--- src/hw/bp_pkg.sv ---
// shared widths and types of the predictor; PCs are word aligned, so bits 1:0 never index a table
package bp_pkg;

    localparam int XLEN = 32;

    // the BTB is direct mapped and indexed by PC bits 6 down to 2
    localparam int BTB_ENTRIES = 32;
    localparam int BTB_IDX_W   = 5;

    // global history length, which also sets the PHT depth
    localparam int GHR_W       = 5;
    localparam int PHT_ENTRIES = 1 << GHR_W;

    typedef logic [XLEN-1:0]      addr_t;
    typedef logic [BTB_IDX_W-1:0] btb_idx_t;
    typedef logic [GHR_W-1:0]     pht_idx_t;
    typedef logic [1:0]           ctr_t;
    typedef logic [31:0]          reg_data_t;

    // a fresh counter is weakly-not-taken and one taken update flips it to taken
    localparam ctr_t PHT_RESET = 2'b01;

    // branch kind as handed over by the decoder, jal and jalr both map to BR_JUMP
    typedef enum logic [1:0] {
        BR_NONE = 2'd0,
        BR_COND = 2'd1,
        BR_JUMP = 2'd2
    } br_kind_t;

    // one resolved control transfer coming back from execute
    typedef struct packed {
        logic     valid;
        addr_t    pc;
        addr_t    target;
        br_kind_t kind;
        logic     taken;
        // index returned by the lookup of this branch
        pht_idx_t pht_idx;
    } bp_update_t;

    // register map of the control block
    localparam logic [1:0] REG_CTRL   = 2'd0;
    localparam logic [1:0] REG_GHR    = 2'd1;
    localparam logic [1:0] REG_NCOND  = 2'd2;
    localparam logic [1:0] REG_NTAKEN = 2'd3;

endpackage

--- src/hw/bp_btb.sv ---
// direct-mapped BTB with full-PC tags; lookup is combinational and writes show from the next cycle
`timescale 1ns/1ps

module bp_btb (
    input  logic               clk,
    input  logic               arst_n_i,
    input  bp_pkg::addr_t      lookup_pc_i,
    input  bp_pkg::bp_update_t update_i,
    input  logic               pht_taken_i,
    input  logic               enable_i,
    input  logic               flush_i,
    output logic               predict_taken_o,
    output bp_pkg::addr_t      predict_target_o
);

    bp_pkg::addr_t                  tag_q    [bp_pkg::BTB_ENTRIES];
    bp_pkg::addr_t                  target_q [bp_pkg::BTB_ENTRIES];
    logic [bp_pkg::BTB_ENTRIES-1:0] jump_q;
    logic [bp_pkg::BTB_ENTRIES-1:0] valid_q;

    bp_pkg::btb_idx_t lk_idx;
    bp_pkg::btb_idx_t up_idx;
    logic             hit;
    logic             btb_we;

    assign lk_idx = lookup_pc_i[bp_pkg::BTB_IDX_W+1:2];
    assign up_idx = update_i.pc[bp_pkg::BTB_IDX_W+1:2];

    // only taken transfers allocate, a not-taken branch would never redirect fetch
    assign btb_we = update_i.valid && update_i.taken &&
                    (update_i.kind == bp_pkg::BR_COND || update_i.kind == bp_pkg::BR_JUMP);

    assign hit = valid_q[lk_idx] && (tag_q[lk_idx] == lookup_pc_i);

    always_comb begin
        if (enable_i && hit) begin
            predict_taken_o  = jump_q[lk_idx] || pht_taken_i;
            predict_target_o = target_q[lk_idx];
        end else begin
            predict_taken_o  = 1'b0;
            predict_target_o = '0;
        end
    end

    always_ff @(posedge clk or negedge arst_n_i) begin
        if (!arst_n_i) begin
            valid_q <= '0;
        end else if (flush_i) begin
            // a flush drops every entry, including one written in the same cycle
            valid_q <= '0;
        end else if (btb_we) begin
            valid_q[up_idx] <= 1'b1;
        end
    end

    always_ff @(posedge clk) begin
        if (btb_we) begin
            tag_q[up_idx]    <= update_i.pc;
            target_q[up_idx] <= update_i.target;
            jump_q[up_idx]   <= (update_i.kind == bp_pkg::BR_JUMP);
        end
    end

    // a taken prediction must come from an entry that was allocated and not flushed
    a_taken_needs_valid : assert property (
        @(posedge clk) disable iff (!arst_n_i)
        predict_taken_o |-> valid_q[lk_idx] && !$past(flush_i)
    );

    // the pipeline must never present unknown control or update fields
    a_flush_known : assert property (
        @(posedge clk) disable iff (!arst_n_i)
        !$isunknown(flush_i) && !$isunknown(update_i.valid)
    );

    a_update_known : assert property (
        @(posedge clk) disable iff (!arst_n_i)
        update_i.valid |-> !$isunknown(update_i)
    );

endmodule

--- src/hw/bp_gshare.sv ---
// gshare predictor; trains at the index handed back with the update, flush clears only the GHR
`timescale 1ns/1ps

module bp_gshare (
    input  logic               clk,
    input  logic               arst_n_i,
    input  bp_pkg::addr_t      lookup_pc_i,
    input  bp_pkg::bp_update_t update_i,
    input  logic               flush_i,
    output logic               pht_taken_o,
    output bp_pkg::pht_idx_t   pht_idx_o,
    output bp_pkg::pht_idx_t   ghr_o
);

    bp_pkg::ctr_t     pht_q [bp_pkg::PHT_ENTRIES];
    bp_pkg::pht_idx_t ghr_q;

    bp_pkg::pht_idx_t rd_idx;
    bp_pkg::ctr_t     upd_ctr;
    logic             cond_upd;

    // hash of the word address with the global history
    assign rd_idx = lookup_pc_i[bp_pkg::GHR_W+1:2] ^ ghr_q;

    assign pht_idx_o   = rd_idx;
    assign pht_taken_o = pht_q[rd_idx][1];
    assign ghr_o       = ghr_q;

    assign cond_upd = update_i.valid && (update_i.kind == bp_pkg::BR_COND);
    assign upd_ctr  = pht_q[update_i.pht_idx];

    always_ff @(posedge clk or negedge arst_n_i) begin
        if (!arst_n_i) begin
            for (int i = 0; i < bp_pkg::PHT_ENTRIES; i++) begin
                pht_q[i] <= bp_pkg::PHT_RESET;
            end
        end else if (cond_upd) begin
            if (update_i.taken && upd_ctr != 2'b11) begin
                pht_q[update_i.pht_idx] <= upd_ctr + 2'b01;
            end else if (!update_i.taken && upd_ctr != 2'b00) begin
                pht_q[update_i.pht_idx] <= upd_ctr - 2'b01;
            end
        end
    end

    always_ff @(posedge clk or negedge arst_n_i) begin
        if (!arst_n_i) begin
            ghr_q <= '0;
        end else if (flush_i) begin
            ghr_q <= '0;
        end else if (cond_upd) begin
            // newest outcome enters at the LSB
            ghr_q <= {ghr_q[bp_pkg::GHR_W-2:0], update_i.taken};
        end
    end

    // a taken step never lowers the counter and a not-taken step never raises it, so 3 and 0 hold
    a_pht_saturates : assert property (
        @(posedge clk) disable iff (!arst_n_i)
        cond_upd |=>
            !$isunknown(pht_q[$past(update_i.pht_idx)]) &&
            ($past(update_i.taken) ?
                pht_q[$past(update_i.pht_idx)] >= $past(upd_ctr) :
                pht_q[$past(update_i.pht_idx)] <= $past(upd_ctr))
    );

endmodule

--- src/hw/bp_regs.sv ---
// control and statistics registers; flush follows its write by a cycle, counters wrap at 2^32
`timescale 1ns/1ps

module bp_regs (
    input  logic               clk,
    input  logic               arst_n_i,
    input  logic               reg_we_i,
    input  logic [1:0]         reg_addr_i,
    input  bp_pkg::reg_data_t  reg_wdata_i,
    input  bp_pkg::bp_update_t update_i,
    input  bp_pkg::pht_idx_t   ghr_i,
    output bp_pkg::reg_data_t  reg_rdata_o,
    output logic               enable_o,
    output logic               flush_o
);

    logic              enable_q;
    logic              flush_q;
    bp_pkg::reg_data_t ncond_q;
    bp_pkg::reg_data_t ntaken_q;

    logic ctrl_we;
    logic cond_upd;

    assign ctrl_we  = reg_we_i && (reg_addr_i == bp_pkg::REG_CTRL);
    assign cond_upd = update_i.valid && (update_i.kind == bp_pkg::BR_COND);

    always_ff @(posedge clk or negedge arst_n_i) begin
        if (!arst_n_i) begin
            enable_q <= 1'b1;
            flush_q  <= 1'b0;
        end else begin
            if (ctrl_we) begin
                enable_q <= reg_wdata_i[0];
            end
            // bit 1 is a trigger, back to back writes still give a single pulse
            flush_q <= ctrl_we && reg_wdata_i[1] && !flush_q;
        end
    end

    // a write to either counter clears it, even when an update lands in the same cycle
    always_ff @(posedge clk or negedge arst_n_i) begin
        if (!arst_n_i) begin
            ncond_q  <= '0;
            ntaken_q <= '0;
        end else begin
            if (reg_we_i && reg_addr_i == bp_pkg::REG_NCOND) begin
                ncond_q <= '0;
            end else if (cond_upd) begin
                ncond_q <= ncond_q + 32'd1;
            end
            if (reg_we_i && reg_addr_i == bp_pkg::REG_NTAKEN) begin
                ntaken_q <= '0;
            end else if (cond_upd && update_i.taken) begin
                ntaken_q <= ntaken_q + 32'd1;
            end
        end
    end

    always_comb begin
        case (reg_addr_i)
            bp_pkg::REG_CTRL:  reg_rdata_o = {31'b0, enable_q};
            bp_pkg::REG_GHR:   reg_rdata_o = {{(32 - bp_pkg::GHR_W){1'b0}}, ghr_i};
            bp_pkg::REG_NCOND: reg_rdata_o = ncond_q;
            default:           reg_rdata_o = ntaken_q;
        endcase
    end

    assign enable_o = enable_q;
    assign flush_o  = flush_q;

    a_flush_one_cycle : assert property (
        @(posedge clk) disable iff (!arst_n_i)
        flush_o |=> !flush_o
    );

endmodule

--- src/hw/branch_predictor.sv ---
// predictor top; lookups are combinational and pht_idx_o must come back in update_i
`timescale 1ns/1ps

module branch_predictor (
    input  logic               clk,
    input  logic               arst_n_i,
    input  bp_pkg::addr_t      lookup_pc_i,
    input  bp_pkg::bp_update_t update_i,
    input  logic               reg_we_i,
    input  logic [1:0]         reg_addr_i,
    input  bp_pkg::reg_data_t  reg_wdata_i,
    output logic               predict_taken_o,
    output bp_pkg::addr_t      predict_target_o,
    output bp_pkg::pht_idx_t   pht_idx_o,
    output bp_pkg::reg_data_t  reg_rdata_o
);

    logic             enable;
    logic             flush;
    logic             pht_taken;
    bp_pkg::pht_idx_t ghr;

    bp_regs i_bp_regs (
        .clk         (clk),
        .arst_n_i    (arst_n_i),
        .reg_we_i    (reg_we_i),
        .reg_addr_i  (reg_addr_i),
        .reg_wdata_i (reg_wdata_i),
        .update_i    (update_i),
        .ghr_i       (ghr),
        .reg_rdata_o (reg_rdata_o),
        .enable_o    (enable),
        .flush_o     (flush)
    );

    bp_gshare i_bp_gshare (
        .clk         (clk),
        .arst_n_i    (arst_n_i),
        .lookup_pc_i (lookup_pc_i),
        .update_i    (update_i),
        .flush_i     (flush),
        .pht_taken_o (pht_taken),
        .pht_idx_o   (pht_idx_o),
        .ghr_o       (ghr)
    );

    bp_btb i_bp_btb (
        .clk              (clk),
        .arst_n_i         (arst_n_i),
        .lookup_pc_i      (lookup_pc_i),
        .update_i         (update_i),
        .pht_taken_i      (pht_taken),
        .enable_i         (enable),
        .flush_i          (flush),
        .predict_taken_o  (predict_taken_o),
        .predict_target_o (predict_target_o)
    );

endmodule

--- config.mk ---
export PLATFORM = sky130hd
export DESIGN_NAME = branch_predictor
export DESIGN_NICKNAME = d
export VERILOG_FILES = /design/src/hw/bp_pkg.sv /design/src/hw/bp_btb.sv /design/src/hw/bp_gshare.sv /design/src/hw/bp_regs.sv /design/src/hw/branch_predictor.sv
export SDC_FILE = /design/constraint.sdc
export NUM_CORES = 2
export LEC_CHECK = 0
export BUFFER_PORTS_ARGS = -buffer_cell sky130_fd_sc_hd__buf_2
export CAP_MARGIN = 10
export CORE_MARGIN = 10
export CORE_UTILIZATION = 60
export CTS_BUF_LIST = sky130_fd_sc_hd__clkbuf_4
export DETAILED_ROUTE_END_ITERATION = 16
export PLACE_DENSITY = 0.83
export SYNTH_ARGS = -nofsm -noshare
export SYNTH_HDL_FRONTEND = slang
export SYNTH_HIERARCHICAL = 1
export SYNTH_SLANG_ARGS = --single-unit
export TNS_END_PERCENT = 30
--- constraint.sdc ---
create_clock -name clk -period 5 [get_ports clk]
set_clock_uncertainty 0.05 [all_clocks]
set_input_delay 0.75 -clock clk [delete_from_list [all_inputs] [get_ports clk]]
set_output_delay 0.75 -clock clk [all_outputs]
set_load 0.01 [all_outputs]
* After elaboration in Yosys (flattened, before gate mapping)
Memories as Yosys holds them, arrays and structs flattened.
Cells that the tools add are included.
** Word-level totals
- Register bits :: 199
- Memory bits (writable) :: 2048
- Bits of input ports :: 142
- Memories kept :: 2
** Cells by class
- Add/sub/neg operators :: 4
- $lt $le $gt $ge :: 6
- Equality and inequality tests :: 7
- Mux-type cells :: 32
- Bitwise gates (word level) :: 4
- Reductions and logical operators :: 27
** Memory list
- i_bp_btb.tag_q :: depth 32, width 32, rd ports 1, clocked after Yosys merged registers in 0, write ports 1, line bp_btb.sv:16 : bp_pkg::addr_t tag_q [bp_pkg::BTB_ENTRIES];
- i_bp_btb.target_q :: depth 32, width 32, rd ports 1, clocked after Yosys merged registers in 0, write ports 1, line bp_btb.sv:17 : bp_pkg::addr_t target_q [bp_pkg::BTB_ENTRIES];
** Operators with widths (number)
- $mux W32 :: 7
- $bwmux W64 :: 2
- $mux W64 :: 2
- $pmux W32 S3 :: 1
- $add A32 B1 Y32 const B :: 2
- $bwmux W32 :: 1
- $eq A32 B32 Y1 :: 1
- $or A32 B32 Y32 :: 1
- $bmux W2 S5 :: 2
- $logic_and A1 B1 Y1 :: 15
- $ge A6 B6 Y1 const B :: 2
- $lt A5 B6 Y1 const B :: 2
- $not A5 Y6 :: 2
- $reduce_bool A2 Y1 :: 6
- $bmux W1 S5 :: 2
- $demux W2 S5 :: 1
- $mux W2 :: 5
- $mux W5 :: 2
- $eq A2 B2 Y1 const B :: 3
- $lt A6 B1 Y1 const B :: 1
- $mux W1 :: 6
- $demux W1 S5 :: 1
- $ge A5 B1 Y1 const B :: 1
- $xor A5 B5 Y5 :: 1
- 8 further kinds :: 11

* Longest topological paths before layout
- Depth after elaboration :: 8
- Gate-level depth with buffers :: 15
- Mapped depth without buffers :: 11

* Hierarchy
The synthesis kept the hierarchy.
** Modules (own cells, without submodules)
- bp_btb :: times used 1, cells an instance 3597, area each 81024.0 µm², sequential area each 63260.7 µm²
- bp_regs :: times used 1, cells an instance 466, area each 4229.1 µm², sequential area each 1652.8 µm²
- bp_gshare :: times used 1, cells an instance 269, area each 3786.1 µm², sequential area each 1766.7 µm²

* Worst setup path before layout
No wires, ideal clock.
- Path type :: input port to flip-flop
- Start :: in update_i[6] (netlist bit)
- End :: reg i_bp_btb/jump_q[15] (netlist bit), enable pin
- Library setup time :: 0.490 ns
- Arrival :: 4.279 ns
- Required time :: 4.460 ns
- Path slack :: 0.181 ns
- Stages :: 5
- Buffers on the path :: 0
- Cell sequence :: inv_1 > ha_1 > nor2b_1 > nand4_1 > nor2_1
** On the way
- Longest elaborated chain between the ends :: 3
- Elaborated cells between the ends (all ways) :: 4
- Those cells by class :: eq/ne: 2; reduce/logical: 2
** Ends and longest elaborated chain
- from (decl) :: line branch_predictor.sv:8 : input bp_pkg::bp_update_t update_i,
- $eq A2 B1 Y1 / $eq A2 B2 Y1 (equally long branches) :: line bp_btb.sv:31 : (update_i.kind == bp_pkg::BR_COND || update_i.kind == bp_pkg::BR_JUMP);
- $logic_or A1 B1 Y1 (*) :: line bp_btb.sv:31
- $logic_and A1 B1 Y1 (*) :: line bp_btb.sv:30 : assign btb_we = update_i.valid && update_i.taken &&
- to (signal, indexed assignment) :: line bp_btb.sv:60 : jump_q[up_idx] <= (update_i.kind == bp_pkg::BR_JUMP);
- to (decl) :: line bp_btb.sv:18 : logic [bp_pkg::BTB_ENTRIES-1:0] jump_q;
Mark *: on every way between the ends. The rest lies on a longest branch, timed or not.
A chain may end at the register's enable or synchronous reset.

* Final worst setup path
- Start :: mem i_bp_btb/tag_q[8][4] (netlist bit)
- End :: out predict_taken_o
** On the way
- Longest elaborated chain between the ends :: 5
** Ends and longest elaborated chain
- from (decl) :: line bp_btb.sv:16
- $mem_v2 Z32 W32
- $eq A32 B32 Y1 :: line bp_btb.sv:33 : assign hit = valid_q[lk_idx] && (tag_q[lk_idx] == lookup_pc_i);
- $logic_and A1 B1 Y1 :: line bp_btb.sv:33
- $logic_and A1 B1 Y1 :: line bp_btb.sv:36 : if (enable_i && hit) begin
- $mux W1 :: line bp_btb.sv:36
- to (decl) :: line branch_predictor.sv:12 : output logic predict_taken_o,
No other way between the ends.

==> results.ini <==
[timing]
setup_viol = 33
worst_pin_slew_ps = 1129
tns_ps = -21570
finalCriticalPeriod_ps = 5763
hold_viol_final = 0
setup_ws_ps = -763.1
relSlewSlack = 0.2470
rsz0062_at_grt = true
fin_crit_sh = 1.153
drv_slew = 0
fmax_mhz = 173.5

[min_path]
hold_path_class = in2reg

[die]
io_pins = 212
initial_core_util = 0.6030
num_rows = 141
core_area_um2 = 147700
die_h_um = 405.2
die_w_um = 405.2
dieArea_um2 = 164200

[place]
port_buffers = 181
post_dp_cell_area_um2 = 93530
dp_hpwl_mm = 125.1
place_congestion = 0.8836

[clock_tree]
cts_tree = built
clock_path_buffers = 4
htree_levels = 6
cts_buffers = 556
clkSinkCount = 2247
clk_pin_slew_ps = 70
worstSkewPairLatency_ps = 1310
cts-root-buf = clkbuf_4

[run]
maxCapViolCount = 0

[final_layout]
fin_area_um2 = 101500
utilization = 0.6871
drive_above_1_share = 0.3486
nets = 5267
areaGrowthSynthToFinish_pct = 13.95

[grt]
grt_pass1_vias = 51830
grt_max_degree = 119
grt_pass1_wl_mm = 344.5
antenna_found_initial = 21
grt_overflow_total = 0
track_usage = 0.2886

[outcome]
status = complete, but fails checks
violations = setup timing

[setup_path]
worst-path-max-fanout = 5
critPathMostFrequentCell = nor4_2
crit_path_start_kind = flop
slowest_stage = nor4_2
max_stage_delay_ps = 500
crit_chain = nor4_2, a21oi_1, a211o_1, a221oi_1, a41oi_1, nor4_2, nand3_4, buf_12, clkbuf_16, nor4_2, buf_4, buf_2
worst-path-buf-inv = 4
cp.required_ps = 4200
cp_top_family = simple AND/OR/NAND/NOR gates
arrival_ps = 4960
cp-end-kind = output port
path_class = reg2out

[logic_synthesis]
yosys_register_bits = 2247
netlist_area_um2 = 89040
ys.flop_type = edfxtp_1
syn_nets = 4479
synth-edff-count = 2080
syn_avg_cell_area_um2 = 20.55
async_flop_share = 0.07432
yosysUniqueCellTypes = 87
yosys_warnings = 6
synth_cells = 4332
ys_seq_area_frac = 0.7489

[routing]
vias = 52158
finalWirelength_mm = 255.8
drt-vias-per-instance = 7.042
drt_iter0_markers = 8912
wl_per_cell_um = 34.54
drt.antenna.violating_nets = 0
drcViolationCount = 0
dr.pass1.iters = 9

[power]
total_power_mw = 38.20
p_leak_nw = 34.47
max-vdd-ir-drop_mv = 0.1961
p_per_area_nw_per_um2 = 376.5

## logic make-up after synthesis
family                     Yosys count  share of synthesized area
AOI/OAI and AO/OA                  279                    0.02192
muxes                              885                     0.1733
xor gates and xnor gates            43                   0.004314
and+or+nand+nor                    607                    0.03585
buffers and inverters              266                    0.01508
DFF                               2247                     0.7489
adders and majority gates            5                  0.0007026
## cells in the final DEF (no fill, tap or decap), types with 26 or more instances in the layout
cell type / netlist / layout
edfxtp_1: 2080 / 2080
clkbuf_4: 0 / 768
mux4_2: 510 / 510
mux2i_1: 298 / 296
buf_2: 77 / 175
buf_4: 21 / 144
dfrtp_1: 134 / 134
nor2_1: 159 / 125
nand2_1: 115 / 115
clkinv_1: 0 / 87
dlygate4sd3_1: 0 / 82
mux2_2: 70 / 70
a22oi_1: 70 / 69
nand3_1: 69 / 66
a21oi_1: 58 / 58
buf_12: 0 / 53
nor2b_1: 40 / 38
nor4_1: 54 / 33
dfstp_2: 33 / 33
nor2_4: 0 / 32
inv_1: 30 / 28
or4_1: 28 / 28
o21ai_0: 28 / 26
## flip-flops by register name, summed over array words and instances, names as in the netlist, named ones only
signal / count
i_bp_btb/tag_q: 1024
i_bp_btb/target_q: 1024
i_bp_btb/jump_q: 32
i_bp_btb/valid_q: 32
i_bp_gshare/pht_q: 32
i_bp_regs/ncond_q: 32
i_bp_regs/ntaken_q: 32
i_bp_gshare/ghr_o: 5
i_bp_regs/enable_o: 1
i_bp_regs/flush_o: 1
## synth_stat cells, types with 22 or more instances
library cell / n / area [µm²]
edfxtp_1: 2080 / 62460
mux4_2: 510 / 11490
mux2i_1: 298 / 2983
nor2_1: 159 / 596.8
dfrtp_1: 134 / 3353
nand2_1: 115 / 431.7
clkbuf_1: 94 / 352.8
buf_2: 77 / 385.4
a22oi_1: 70 / 525.5
mux2_2: 70 / 788.3
nand3_1: 69 / 345.3
a21oi_1: 58 / 290.3
nor4_1: 54 / 337.8
nor2b_1: 40 / 250.2
dfstp_2: 33 / 867.1
inv_1: 30 / 112.6
o21ai_0: 28 / 140.1
or4_1: 28 / 210.2
xnor2_1: 25 / 219.0
nand4_1: 23 / 143.9
o31ai_1: 23 / 172.7
o22ai_1: 22 / 137.6
## power breakdown
part / total [mW] / internal, mW / switching [mW] / leakage, nW
clock: 15.2 / 7.73 / 7.46 / 3.96
combinational: 2.24 / 0.896 / 1.34 / 9.65
sequential: 20.8 / 20.7 / 0.0902 / 20.9
total: 38.2 / 29.3 / 8.89 / 34.5
## stage by stage
step | worst slack [ps] | std cells | hold slack, ps
after detailed placement | -172.1 | 6402 | 439.4
after floorplan | 180.9 | 4332 | 404.4
after global routing | -703.6 | 7396 | 196.9
final | -763.1 | 7407 | 209.2
after global placement | -184.6 | 6401 | 423.2
after CTS | -337.9 | 7384 | 110.1
## cell type report
| type | count | area, µm² |
|---|---|---|
| flip-flops and latches | 2247 | 66680 |
| fillers | 8296 | 46210 |
| multi-input cells | 1819 | 21540 |
| clock buffers | 768 | 5766 |
| repair buffers | 466 | 4046 |
| well taps | 1930 | 2415 |
| clock inverters | 129 | 847.1 |
| inverters | 30 | 117.6 |
| diodes | 18 | 45.04 |
## worst reg2reg max path, stage by stage, from the launching register on
cell	delay (ps)
dfstp_2	360
mux4_1	540
a22o_1	290
a221oi_2	190
and3_1	230
inv_1	50
ha_1	160
and2b_1	280
o21bai_4	110
or2_2	410
nor4b_2	290
dlygate4sd3_1	660
mux2_2	340
## per-layer routing
layer / GRT usage / vias up / part of all wire
li1: - / 19849 / -
met1: 0.3652 / 26020 / 0.32
met2: 0.4615 / 5175 / 0.48
met3: 0.08466 / 1096 / 0.14
met4: 0.1400 / 18 / 0.061
met5: 0 / - / 0.00043
## repair_timing
item	in CTS	in global routing
endpoints found under the setup margin	33	33
pin swaps	8	0
hold buffers	83	0
hold endpoints to repair	2204	0
cloned	0	2
setup buffers	2	2
resized for setup	35	15
## worst paths after layout
| path | cells after the start | end | slack, ps | from |
|---|---|---|---|---|
| hold reg to reg | 2 | i_bp_btb/valid_q[15] | 460 | i_bp_btb/valid_q[15] |
| max in group asynchronous | 4 | asynchronous set/reset pin | 3560 | arst_n_i |
| min in group asynchronous | 3 | i_bp_regs/ncond_q[18] | 450 | arst_n_i |
| setup / recovery | 12 | predict_taken_o | -760 | i_bp_btb/tag_q[8][4] |
| setup reg to reg | 12 | i_bp_gshare/pht_q[49] | 940 | flop |
| hold / removal | 4 | i_bp_gshare/pht_q[15] | 210 | update_i[0] |
No activity file was read; power rests on OpenSTA's default activity.
